--- src/design/merge_consts.svh ---
`ifndef MERGE_CONSTS_SVH
`define MERGE_CONSTS_SVH

// Key and tuple geometry.
`define MRG_KEY_W 32
`define MRG_TUPLE_N 2

// Buffer depths in tuples.
`define MRG_IN_DEPTH 4
`define MRG_OUT_DEPTH 8

`define MRG_PIPE_DEPTH 2             // Register levels in the merger.

`define MRG_KEY_END {`MRG_KEY_W{1'b0}}   // Stream terminator.
`define MRG_KEY_FLUSH {`MRG_KEY_W{1'b1}} // Pushes the held top out.

`endif

--- src/design/merge_ctrl_pkg.sv ---
package merge_ctrl_pkg;

   typedef enum logic [1:0] {
      IDLE,                           // Waiting for both heads.
      MERGE,
      FLUSH,                          // Merger drains after the flush tuple.
      TERM
   } merge_state_t;

   typedef enum logic {
      SIDE_A,
      SIDE_B
   } side_t;

endpackage

--- src/design/merge_data_pkg.sv ---
`include "merge_consts.svh"

package merge_data_pkg;

   // One sort key.
   typedef logic [`MRG_KEY_W-1:0] key_t;

   // Keys of a tuple in ascending order with the lower key in element 0.
   typedef key_t [`MRG_TUPLE_N-1:0] tuple_t;

endpackage

--- src/design/bitonic_merger.sv ---
`timescale 1ns/1ps
`include "merge_consts.svh"

module bitonic_merger import merge_data_pkg::*; (
   input  logic                                  i_clk,
   input  logic                                  i_rst_n,
   input  logic                                  i_take,
   input  logic                                  i_prime,
   input  tuple_t                                i_tuple,
   output logic                                  o_low_valid,
   output tuple_t                                o_low,
   output logic [$clog2(`MRG_PIPE_DEPTH+1)-1:0] o_busy
);

   localparam int BUSY_W = $clog2(`MRG_PIPE_DEPTH+1);

   logic   s1_valid;
   logic   s1_prime;
   tuple_t s1_lo;
   tuple_t s1_hi;
   tuple_t top_q;
   tuple_t top_eff;
   tuple_t hi_sorted;
   tuple_t lo_sorted;
   tuple_t hc_lo;
   tuple_t hc_hi;

   function automatic tuple_t sort_pair(input tuple_t p);
      tuple_t r;
      r = p;
      if (p[0] > p[1]) begin
         r[0] = p[1];
         r[1] = p[0];
      end
      return r;
   endfunction

   assign hi_sorted = sort_pair(s1_hi);
   assign lo_sorted = sort_pair(s1_lo);

   // Level two result bypasses the top register for back-to-back takes.
   assign top_eff = s1_valid ? hi_sorted : top_q;

   // Half-cleaner on new tuple against reversed top.
   always_comb begin
      hc_lo[0] = (i_tuple[0] <= top_eff[1]) ? i_tuple[0] : top_eff[1];
      hc_hi[0] = (i_tuple[0] <= top_eff[1]) ? top_eff[1] : i_tuple[0];
      hc_lo[1] = (i_tuple[1] <= top_eff[0]) ? i_tuple[1] : top_eff[0];
      hc_hi[1] = (i_tuple[1] <= top_eff[0]) ? top_eff[0] : i_tuple[1];
   end

   always_ff @(posedge i_clk) begin
      if (!i_rst_n) begin
         s1_valid    <= 1'b0;
         s1_prime    <= 1'b0;
         o_low_valid <= 1'b0;
      end else begin
         s1_valid    <= i_take;
         s1_prime    <= i_prime;
         o_low_valid <= s1_valid && !s1_prime;   // Prime yields no output.
      end
   end

   always_ff @(posedge i_clk) begin
      if (i_take) begin
         s1_lo <= hc_lo;
         s1_hi <= i_prime ? i_tuple : hc_hi;
      end
      if (s1_valid) begin
         top_q <= hi_sorted;
         o_low <= lo_sorted;
      end
   end

   assign o_busy = BUSY_W'(s1_valid) + BUSY_W'(o_low_valid);

endmodule

--- src/design/merge_control.sv ---
`timescale 1ns/1ps
`include "merge_consts.svh"

module merge_control import merge_data_pkg::*, merge_ctrl_pkg::*; (
   input  logic                                  i_clk,
   input  logic                                  i_rst_n,
   input  tuple_t                                i_a_head,
   input  logic                                  i_a_empty,
   input  tuple_t                                i_b_head,
   input  logic                                  i_b_empty,
   input  logic [$clog2(`MRG_PIPE_DEPTH+1)-1:0] i_merge_busy,
   input  logic [$clog2(`MRG_OUT_DEPTH+1)-1:0]  i_out_count,
   output logic                                  o_take,
   output side_t                                 o_side,
   output logic                                  o_prime,
   output logic                                  o_inject_flush,
   output logic                                  o_emit_term
);

   localparam int CNT_W = $clog2(`MRG_OUT_DEPTH+1);

   merge_state_t     state;
   merge_state_t     state_nxt;
   logic             first_q;
   logic             a_end;
   logic             b_end;
   logic             both_end;
   logic             heads_ok;
   logic             room;
   logic [CNT_W-1:0] out_free;
   logic [CNT_W-1:0] need_free;

   assign a_end     = (i_a_head[0] == `MRG_KEY_END);
   assign b_end     = (i_b_head[0] == `MRG_KEY_END);
   assign both_end  = a_end && b_end;
   assign heads_ok  = !i_a_empty && !i_b_empty;
   assign out_free  = CNT_W'(`MRG_OUT_DEPTH) - i_out_count;
   assign need_free = CNT_W'(i_merge_busy) + CNT_W'(1);
   assign room      = (out_free > need_free);   // Covers in-flight items and a spare.

   always_comb begin
      if (a_end)
         o_side = SIDE_B;
      else if (b_end)
         o_side = SIDE_A;
      else if (i_a_head[0] <= i_b_head[0])
         o_side = SIDE_A;                         // Ties go to A.
      else
         o_side = SIDE_B;
   end

   always_comb begin
      state_nxt      = state;
      o_take         = 1'b0;
      o_prime        = 1'b0;
      o_inject_flush = 1'b0;
      o_emit_term    = 1'b0;
      case (state)
         IDLE: begin
            if (heads_ok)
               state_nxt = MERGE;
         end
         MERGE: begin
            if (heads_ok && room) begin
               if (both_end && first_q) begin
                  state_nxt = TERM;              // Empty merge emits only the terminator.
               end else begin
                  o_take         = 1'b1;
                  o_prime        = first_q;
                  o_inject_flush = both_end;
                  if (both_end)
                     state_nxt = FLUSH;
               end
            end
         end
         FLUSH: begin
            if (i_merge_busy == '0)
               state_nxt = TERM;
         end
         TERM: begin
            if (out_free != '0) begin
               o_emit_term = 1'b1;
               state_nxt   = IDLE;
            end
         end
         default: state_nxt = IDLE;
      endcase
   end

   always_ff @(posedge i_clk) begin
      if (!i_rst_n) begin
         state   <= IDLE;
         first_q <= 1'b1;
      end else begin
         state <= state_nxt;
         if (state == IDLE)
            first_q <= 1'b1;
         else if (o_take)
            first_q <= 1'b0;
      end
   end

   // A terminated head must stay at its side while merging.
   a_no_end_take_a: assert property (@(posedge i_clk) disable iff (!i_rst_n)
      (state == MERGE && !i_a_empty && a_end) |=> (!i_a_empty && a_end))
      else $error("merge_control: terminated side A was taken");

   a_no_end_take_b: assert property (@(posedge i_clk) disable iff (!i_rst_n)
      (state == MERGE && !i_b_empty && b_end) |=> (!i_b_empty && b_end))
      else $error("merge_control: terminated side B was taken");

endmodule

--- src/design/tuple_fifo.sv ---
`timescale 1ns/1ps

module tuple_fifo #(
   parameter type T_PAYLOAD = logic [7:0],
   parameter int  DEPTH     = 4
) (
   input  logic                       i_clk,
   input  logic                       i_rst_n,
   input  logic                       i_write,
   input  T_PAYLOAD                   i_data,
   input  logic                       i_read,
   output T_PAYLOAD                   o_head,
   output logic                       o_empty,
   output logic                       o_full,
   output logic [$clog2(DEPTH+1)-1:0] o_count
);

   localparam int PTR_W = (DEPTH > 1) ? $clog2(DEPTH) : 1;
   localparam int CNT_W = $clog2(DEPTH+1);

   T_PAYLOAD         mem [DEPTH];
   logic [PTR_W-1:0] rd_ptr;
   logic [PTR_W-1:0] wr_ptr;
   logic             do_read;
   logic             do_write;

   function automatic logic [PTR_W-1:0] ptr_inc(input logic [PTR_W-1:0] ptr);
      if (ptr == PTR_W'(DEPTH-1))
         return '0;
      return ptr + 1'b1;
   endfunction

   assign o_empty  = (o_count == '0);
   assign o_full   = (o_count == CNT_W'(DEPTH));
   assign o_head   = mem[rd_ptr];               // Show-ahead head.
   assign do_read  = i_read && !o_empty;
   assign do_write = i_write && (!o_full || do_read);

   always_ff @(posedge i_clk) begin
      if (!i_rst_n) begin
         rd_ptr  <= '0;
         wr_ptr  <= '0;
         o_count <= '0;
      end else begin
         if (do_read)
            rd_ptr <= ptr_inc(rd_ptr);
         if (do_write)
            wr_ptr <= ptr_inc(wr_ptr);
         case ({do_write, do_read})
            2'b10:   o_count <= o_count + 1'b1;
            2'b01:   o_count <= o_count - 1'b1;
            default: o_count <= o_count;
         endcase
      end
   end

   always_ff @(posedge i_clk) begin
      if (do_write)
         mem[wr_ptr] <= i_data;
   end

   a_no_overflow: assert property (@(posedge i_clk) disable iff (!i_rst_n)
      (i_write && o_full) |-> i_read)
      else $error("tuple_fifo: write while full");

   a_no_underflow: assert property (@(posedge i_clk) disable iff (!i_rst_n)
      i_read |-> !o_empty)
      else $error("tuple_fifo: read while empty");

endmodule

--- src/design/tuple_merger.sv ---
`timescale 1ns/1ps
`include "merge_consts.svh"

module tuple_merger import merge_data_pkg::*, merge_ctrl_pkg::*; (
   input  logic   i_clk,
   input  logic   i_rst_n,
   input  tuple_t i_a_data,
   input  logic   i_a_empty,
   output logic   o_a_read,
   input  tuple_t i_b_data,
   input  logic   i_b_empty,
   output logic   o_b_read,
   input  logic   i_out_ready,
   output logic   o_out_write,
   output tuple_t o_out_data
);

   localparam tuple_t FLUSH_TUPLE = {`MRG_TUPLE_N{`MRG_KEY_FLUSH}};
   localparam tuple_t END_TUPLE   = {`MRG_TUPLE_N{`MRG_KEY_END}};

   tuple_t a_head;
   tuple_t b_head;
   tuple_t merge_in;
   tuple_t low;
   tuple_t out_in;
   logic   a_empty;
   logic   a_full;
   logic   b_empty;
   logic   b_full;
   logic   a_pop;
   logic   b_pop;
   logic   out_empty;
   logic   out_write;
   logic   take;
   logic   prime;
   logic   inject_flush;
   logic   emit_term;
   side_t  side;
   logic   low_valid;
   logic [$clog2(`MRG_PIPE_DEPTH+1)-1:0] merge_busy;
   logic [$clog2(`MRG_OUT_DEPTH+1)-1:0]  out_count;

   assign o_a_read = !i_a_empty && !a_full;
   assign o_b_read = !i_b_empty && !b_full;

   // Terminators leave both inputs together.
   assign a_pop = (take && !inject_flush && side == SIDE_A) || emit_term;
   assign b_pop = (take && !inject_flush && side == SIDE_B) || emit_term;

   assign merge_in = inject_flush ? FLUSH_TUPLE : ((side == SIDE_A) ? a_head : b_head);

   assign out_write   = low_valid || emit_term;
   assign out_in      = emit_term ? END_TUPLE : low;
   assign o_out_write = i_out_ready && !out_empty;

   tuple_fifo #(.T_PAYLOAD(tuple_t), .DEPTH(`MRG_IN_DEPTH)) u_fifo_a (
      .i_clk   (i_clk),
      .i_rst_n (i_rst_n),
      .i_write (o_a_read),
      .i_data  (i_a_data),
      .i_read  (a_pop),
      .o_head  (a_head),
      .o_empty (a_empty),
      .o_full  (a_full),
      .o_count ()
   );

   tuple_fifo #(.T_PAYLOAD(tuple_t), .DEPTH(`MRG_IN_DEPTH)) u_fifo_b (
      .i_clk   (i_clk),
      .i_rst_n (i_rst_n),
      .i_write (o_b_read),
      .i_data  (i_b_data),
      .i_read  (b_pop),
      .o_head  (b_head),
      .o_empty (b_empty),
      .o_full  (b_full),
      .o_count ()
   );

   merge_control u_control (
      .i_clk          (i_clk),
      .i_rst_n        (i_rst_n),
      .i_a_head       (a_head),
      .i_a_empty      (a_empty),
      .i_b_head       (b_head),
      .i_b_empty      (b_empty),
      .i_merge_busy   (merge_busy),
      .i_out_count    (out_count),
      .o_take         (take),
      .o_side         (side),
      .o_prime        (prime),
      .o_inject_flush (inject_flush),
      .o_emit_term    (emit_term)
   );

   bitonic_merger u_merger (
      .i_clk       (i_clk),
      .i_rst_n     (i_rst_n),
      .i_take      (take),
      .i_prime     (prime),
      .i_tuple     (merge_in),
      .o_low_valid (low_valid),
      .o_low       (low),
      .o_busy      (merge_busy)
   );

   tuple_fifo #(.T_PAYLOAD(tuple_t), .DEPTH(`MRG_OUT_DEPTH)) u_fifo_out (
      .i_clk   (i_clk),
      .i_rst_n (i_rst_n),
      .i_write (out_write),
      .i_data  (out_in),
      .i_read  (o_out_write),
      .o_head  (o_out_data),
      .o_empty (out_empty),
      .o_full  (),
      .o_count (out_count)
   );

   // Terminator must follow the flushed top, never collide with it.
   a_term_after_drain: assert property (@(posedge i_clk) disable iff (!i_rst_n)
      emit_term |-> (merge_busy == '0))
      else $error("tuple_merger: terminator while merger busy");

endmodule

--- config.mk ---
export PLATFORM = sky130hd
export DESIGN_NAME = tuple_merger
export DESIGN_NICKNAME = d
export VERILOG_FILES = /design/src/design/merge_ctrl_pkg.sv /design/src/design/merge_data_pkg.sv /design/src/design/bitonic_merger.sv /design/src/design/merge_control.sv /design/src/design/tuple_fifo.sv /design/src/design/tuple_merger.sv
export VERILOG_INCLUDE_DIRS = /design/src /design/src/design
export SDC_FILE = /design/constraint.sdc
export NUM_CORES = 2
export LEC_CHECK = 0
export BUFFER_PORTS_ARGS = -buffer_cell sky130_fd_sc_hd__buf_2
export CAP_MARGIN = 20
export CORE_ASPECT_RATIO = 1.2
export CORE_UTILIZATION = 45
export CTS_CLUSTER_DIAMETER = 80
export CTS_CLUSTER_SIZE = 20
export DETAILED_ROUTE_END_ITERATION = 8
export HOLD_SLACK_MARGIN = 0.05
export PLACE_DENSITY = 0.72
export REMOVE_ABC_BUFFERS = 1
export SLEW_MARGIN = 40
export SYNTH_ARGS = -nofsm -noshare
export SYNTH_HDL_FRONTEND = slang
export SYNTH_SLANG_ARGS = --single-unit
--- constraint.sdc ---
create_clock -name i_clk -period 9.54 [get_ports i_clk]
set_input_delay 1.908 -clock i_clk [delete_from_list [all_inputs] [get_ports i_clk]]
set_output_delay 1.908 -clock i_clk [all_outputs]
set_load 0.005 [all_outputs]
* After elaboration in Yosys (flattened, before gate mapping)
Memories as Yosys holds them, arrays and structs flattened. A register that Yosys moved wholly into a read port is not among the register bits. Index checks and enable logic that the tools add are counted.
Storage, ports and cells: register bits after elaboration 286, bits in writable memories 1024, input port bits 133, output and inout bits 67, word-level logic and storage cells 194, memories kept 3
Cells by class: add/subtract/negate cells 15, $lt $le $gt $ge 6, equal/unequal tests 23, multiplexer cells 77, bitwise operators 2, reductions and logical operators 46
Memories:
- u_fifo_out.mem | depth 8, bits a word 64, read ports 1, clocked after Yosys merged registers in 1, wr ports 1, line tuple_fifo.sv:21 | T_PAYLOAD mem [DEPTH];
- u_fifo_a.mem | depth 4, bits a word 64, read ports 1, clocked after Yosys merged registers in 1, wr ports 1, line tuple_fifo.sv:21
- u_fifo_b.mem | depth 4, bits a word 64, read ports 1, clocked after Yosys merged registers in 1, wr ports 1, line tuple_fifo.sv:21
Operators with widths (number):
- 64-bit two-way mux | 7
- 32-bit two-way mux | 4
- 32-bit less-or-equal comparator | 3
- 32-bit greater-than comparator | 2
- 32-bit logical NOT | 2
- 1-bit two-way mux | 38
- 2-bit two-way mux | 18
- 2-bit == test (second input constant) | 9
- 3-bit two-way mux | 6
- 1-bit logical AND | 17
- 3-bit by 1-bit adder with 3-bit output (second input constant) | 4
- 3-bit == test (second input constant) | 4
- 3-bit one-hot mux with 2 select lines | 2
- 1-bit logical NOT | 10
- 2-bit by 1-bit adder with 2-bit output (second input constant) | 4
- 2-bit by 1-bit == test with 1-bit output (second input constant) | 4
- 2-bit by 1-bit != test with 1-bit output (second input constant) | 4
- 2-bit one-hot mux with 4 select lines | 1
- 4-bit one-hot mux with 2 select lines | 1
- 3-bit logical NOT | 2
- 1-bit logical OR | 6
- 2-bit nonzero test | 3
- 3-bit by 1-bit subtractor with 3-bit output (second input constant) | 2
- 5-bit AND reduction | 1
- other kinds (13) | 15

* Depth between registers and ports, before layout
depth in word-level cells 16, depth in mapped cells 25, gate-level depth less buffers 20

* By module
From an unflattened synthesis, not the netlist that was laid out.
Unflattened totals: cell total of the unflattened synthesis 3253, area, all modules 57054.7 um2
By module, submodules not included:
- tuple_fifo at u_fifo_out | times used 1, cells an instance 825, area an instance 19962.9 um2, sequential area each 15635.0 um2
- tuple_fifo at u_fifo_a ... | times used 2, cells an instance 393, area an instance 9746.8 um2, sequential area each 7867.5 um2
- bitonic_merger | times used 1, cells an instance 1223, area an instance 14664.1 um2, sequential area each 7106.8 um2
- merge_control | times used 1, cells an instance 197, area an instance 1471.4 um2, sequential area each 60.1 um2
- tuple_merger | times used 1, cells an instance 222, area an instance 1462.7 um2, sequential area each 0.0 um2

* Worst setup path before layout
Ideal clock, no wire load.
path kind flip-flop to flip-flop, start register u_merger.s1_valid, end register u_merger.s1_hi[0] in the netlist's numbering, enable pin, library setup time 0.619 ns, arrival 9.360 ns, data required time 8.921 ns, slack -0.438 ns, cell stages (with the launch flop) 11, path buffers 2, clock period less this slack 9.978 ns, cells stage by stage dfxtp_1 > clkinv_1 > clkbuf_1 > buf_1 > ha_1 > nand2_1 > ha_1 > o21ai_0 > a32oi_1 > o211ai_1 > nor2_1
Between the ends: word-level cells in the longest chain between the ends 6
RTL lines:
- start, declared | line bitonic_merger.sv:17 | logic s1_valid;
- start signal, assigned | line bitonic_merger.sv:58 | s1_valid <= i_take;
- 1-bit by 1-bit adder with 2-bit output | line bitonic_merger.sv:75 | assign o_busy = BUSY_W'(s1_valid) + BUSY_W'(o_low_valid);
- 2-bit by 1-bit adder with 3-bit output | line merge_control.sv:38 | assign need_free = CNT_W'(i_merge_busy) + CNT_W'(1);
- 4-bit greater-than comparator | line merge_control.sv:39 | assign room = (out_free > need_free);
- 1-bit logical AND | line merge_control.sv:64 | if (heads_ok && room) begin
- 1-bit two-way mux | line merge_control.sv:64
- 1-bit two-way mux | line merge_control.sv:58 | case (state)
- named net take | line tuple_merger.sv:34 | logic take;
- end signal, assigned | line bitonic_merger.sv:67 | s1_hi <= i_prime ? i_tuple : hc_hi;
- end, declared | line bitonic_merger.sv:20 | tuple_t s1_hi;
The timed path passes the listed nets, and every way through them passes these cells. A chain may end at the register's enable or synchronous reset.

==> impl_metrics.json <==
{
  "routed_wl_mm": 123,
  "p_leak_nw": 20.9,
  "period_share": 0.868,
  "syn-cell-area_um2": 55900,
  "maxCapViolations": 0,
  "slew_headroom": 0.439,
  "post-cts-setup-buffers": 0,
  "placed_area_um2": 59200,
  "vias": 29400,
  "dominantRegCellSynth": "edfxtp_1",
  "die_area_um2": 126000,
  "cts_resized": 0,
  "syn_area_per_cell_um2": 17.4,
  "grt_pass1_wl_mm": 185,
  "hold_path_class": "reg2reg",
  "fp.dieH_um": 388,
  "dp_hpwl_mm": 82.1,
  "cts_tree": "done",
  "path_class": "reg2reg",
  "port_buffers": 199,
  "clockBufferDepth": 3,
  "ant_nets": 0,
  "synth-async-reset-ratio": 0,
  "powerDensity_nw_per_um2": 209,
  "grt_max_degree": 72,
  "path_common_cell": "buf_4",
  "detail_route.first_pass.iterations": 5,
  "core_area_um2": 123000,
  "path_delay_family": "compound AO/OA/AOI/OAI gates",
  "path_cells": "buf_4 > mux4_2 > ha_1 > nand4_1 > nor3_1 > a21boi_0 > o41ai_1 > o211ai_1 > a21o_4 > buf_4 > mux2i_1 > nand2_1 > ha_1 > nand4_1 > nor2_1 > a221oi_1 > o21ai_0 > a21oi_1 > o21ai_2 > a21oi_2 > buf_4 > a32oi_1",
  "max_freq_ghz": 0.121,
  "gr-total-overflow": 0,
  "final_max_slew_viol_count": 0,
  "hold_violations": 0,
  "clkTransAtPathRegs_ns": 0.09,
  "period_minus_slack_ns": 8.29,
  "fp-row-count": 141,
  "final_nets": 3747,
  "first_global_vias": 29700,
  "worst-path-max-fanout": 50,
  "cts_hold_buffers": 0,
  "ys_types": 60,
  "crit_buf_inv": 3,
  "drc_errors": 0,
  "slowest_delay_ns": 0.85,
  "final_cell_area_um2": 61600,
  "worst_slew_pin_slew_ns": 0.842,
  "synth_edf_count": 1216,
  "ir_drop_v": 0.000158,
  "worstPathRequired_ns": 9.93,
  "postSynthCellCount": 3210,
  "finClkSkew_ns": 0.0401,
  "place_congestion": 0.892,
  "endpoint_kind": "flip-flop",
  "drive_gt1_frac": 0.227,
  "drt_iter0_markers": 2685,
  "die_x_um": 324,
  "ios": 200,
  "avgViaCountPerCell": 5.72,
  "fillCellCount": 10200,
  "layout_common_cells": "edfxtp_1, mux4_2, nand2_1",
  "clock-root-buffer": "clkbuf_16",
  "htree_levels": 3,
  "cp-start-kind": "flip-flop",
  "finalSetupViolations": 0,
  "track_usage": 0.196,
  "crit_slowest_cell": "dfxtp_2",
  "start_util": 0.454,
  "wl_per_cell_um": 23.9,
  "numClockSinks": 1317,
  "status": "complete, no violations",
  "seq_area_frac_synth": 0.689,
  "clk_latency_ns": 0.69,
  "arrival_ns": 8.68,
  "antenna_found_initial": 17,
  "rsz0062_at_grt": "no",
  "areaGrowthSynthToFinish_pct": 10.2,
  "synth_warnings": 0,
  "mostFrequentLayoutCell": "edfxtp_1",
  "ys_ff_latch": 1317,
  "cts_buffers": 77,
  "finish.utilization": 0.500
}
sequential cells by signal, indices dropped and copies added (netlist names), 4 cells and up, named ones only:
| signal | count |
|---|---|
| u_fifo_out.o_count | 4 |
| u_fifo_b.mem | 256 |
| u_fifo_a.mem | 256 |
| u_merger.top_q | 64 |
| u_merger.s1_hi | 64 |
| u_merger.o_low | 64 |
| u_fifo_out.mem | 512 |
| u_merger.s1_lo | 64 |
kinds of logic after synthesis:
| group | synth area share |
|---|---|
| adders and majority gates | 0.0434 |
| AOI/OAI and AO/OA | 0.0404 |
| and+or+nand+nor | 0.0532 |
| muxes | 0.153 |
| xor gates and xnor gates | 0.00141 |
| buffers and inverters | 0.0195 |
| DFF | 0.689 |
worst reg2reg max path: stages, from the launching register on:
cell      delay (ns)
dfxtp_2         0.85
buf_4           0.33
mux4_2          0.37
ha_1            0.35
nand4_1         0.14
nor3_1          0.51
a21boi_0        0.25
o41ai_1         0.10
o211ai_1        0.18
a21o_4          0.74
buf_4           0.47
mux2i_1         0.58
nand2_1         0.12
ha_1            0.31
nand4_1         0.10
nor2_1          0.19
a221oi_1        0.28
o21ai_0         0.23
a21oi_1         0.60
o21ai_2         0.29
a21oi_2         0.38
buf_4           0.43
a32oi_1         0.19
Yosys cell counts (all sizes together), types with 27 or more instances:
cell,n,area (um^2)
a21o,27,203
a21oi,63,315
a32oi,127,1110
and2,169,1060
buf,44,254
clkbuf,92,345
dfxtp,101,2020
edfxtp,1216,36500
ha,189,2360
inv,129,484
mux2,129,1450
mux2i,132,1320
mux4,256,5770
nand2,228,856
nand4,33,206
nor2,80,303
o21ai,32,160
worst paths after layout:
path	cells past startpoint	startpoint	slack [ns]	endpoint
min	1	u_merger.s1_prime	0.39	u_merger.o_low_valid
min reg2reg	1	u_merger.s1_prime	0.39	u_merger.o_low_valid
max reg2reg	22	flip-flop	1.25	u_merger.s1_hi[58]
max	22	flip-flop	1.25	u_merger.s1_hi[58]
power breakdown:
part           switching (W)  internal [W]  leakage (nW)
combinational        0.00161       0.00103          7.96
sequential          0.000101       0.00675          11.9
clock                0.00182       0.00158          1.08
cell type report:
cell class                 instances  area, um^2  area share
clock buffer                     134        2180      0.0354
clock inverter                     9        96.3     0.00156
multi-input combinational       1627       16500       0.267
sequential                      1317       38600       0.626
timing repair buffer             269        1730      0.0281
tap                             1644        2060      0.0334
inverter                         130         488     0.00792
antenna                            4        10.0    0.000163
metal layers:
metal,share of wire,track usage
met2,0.50,0.330
met5,0.00081,0
met1,0.41,0.262
met4,0.027,0.0636
met3,0.057,0.0273
stage by stage:
step | total power [W] | TNS (ns) | hold WS (ns) | instances | setup slack (ns)
floorplan | 0.00866 | -531.53 | 0.367 | 3074 | -2.50
global placement | 0.00944 | 0 | 0.370 | 4974 | 1.29
detailed placement | 0.00958 | 0 | 0.379 | 4985 | 1.45
CTS | 0.0129 | 0 | 0.391 | 5128 | 1.42
global route | 0.0134 | 0 | 0.399 | 5132 | 0.993
finish | 0.0129 | 0 | 0.389 | 5134 | 1.25
No activity file was read; power rests on OpenSTA's default activity.
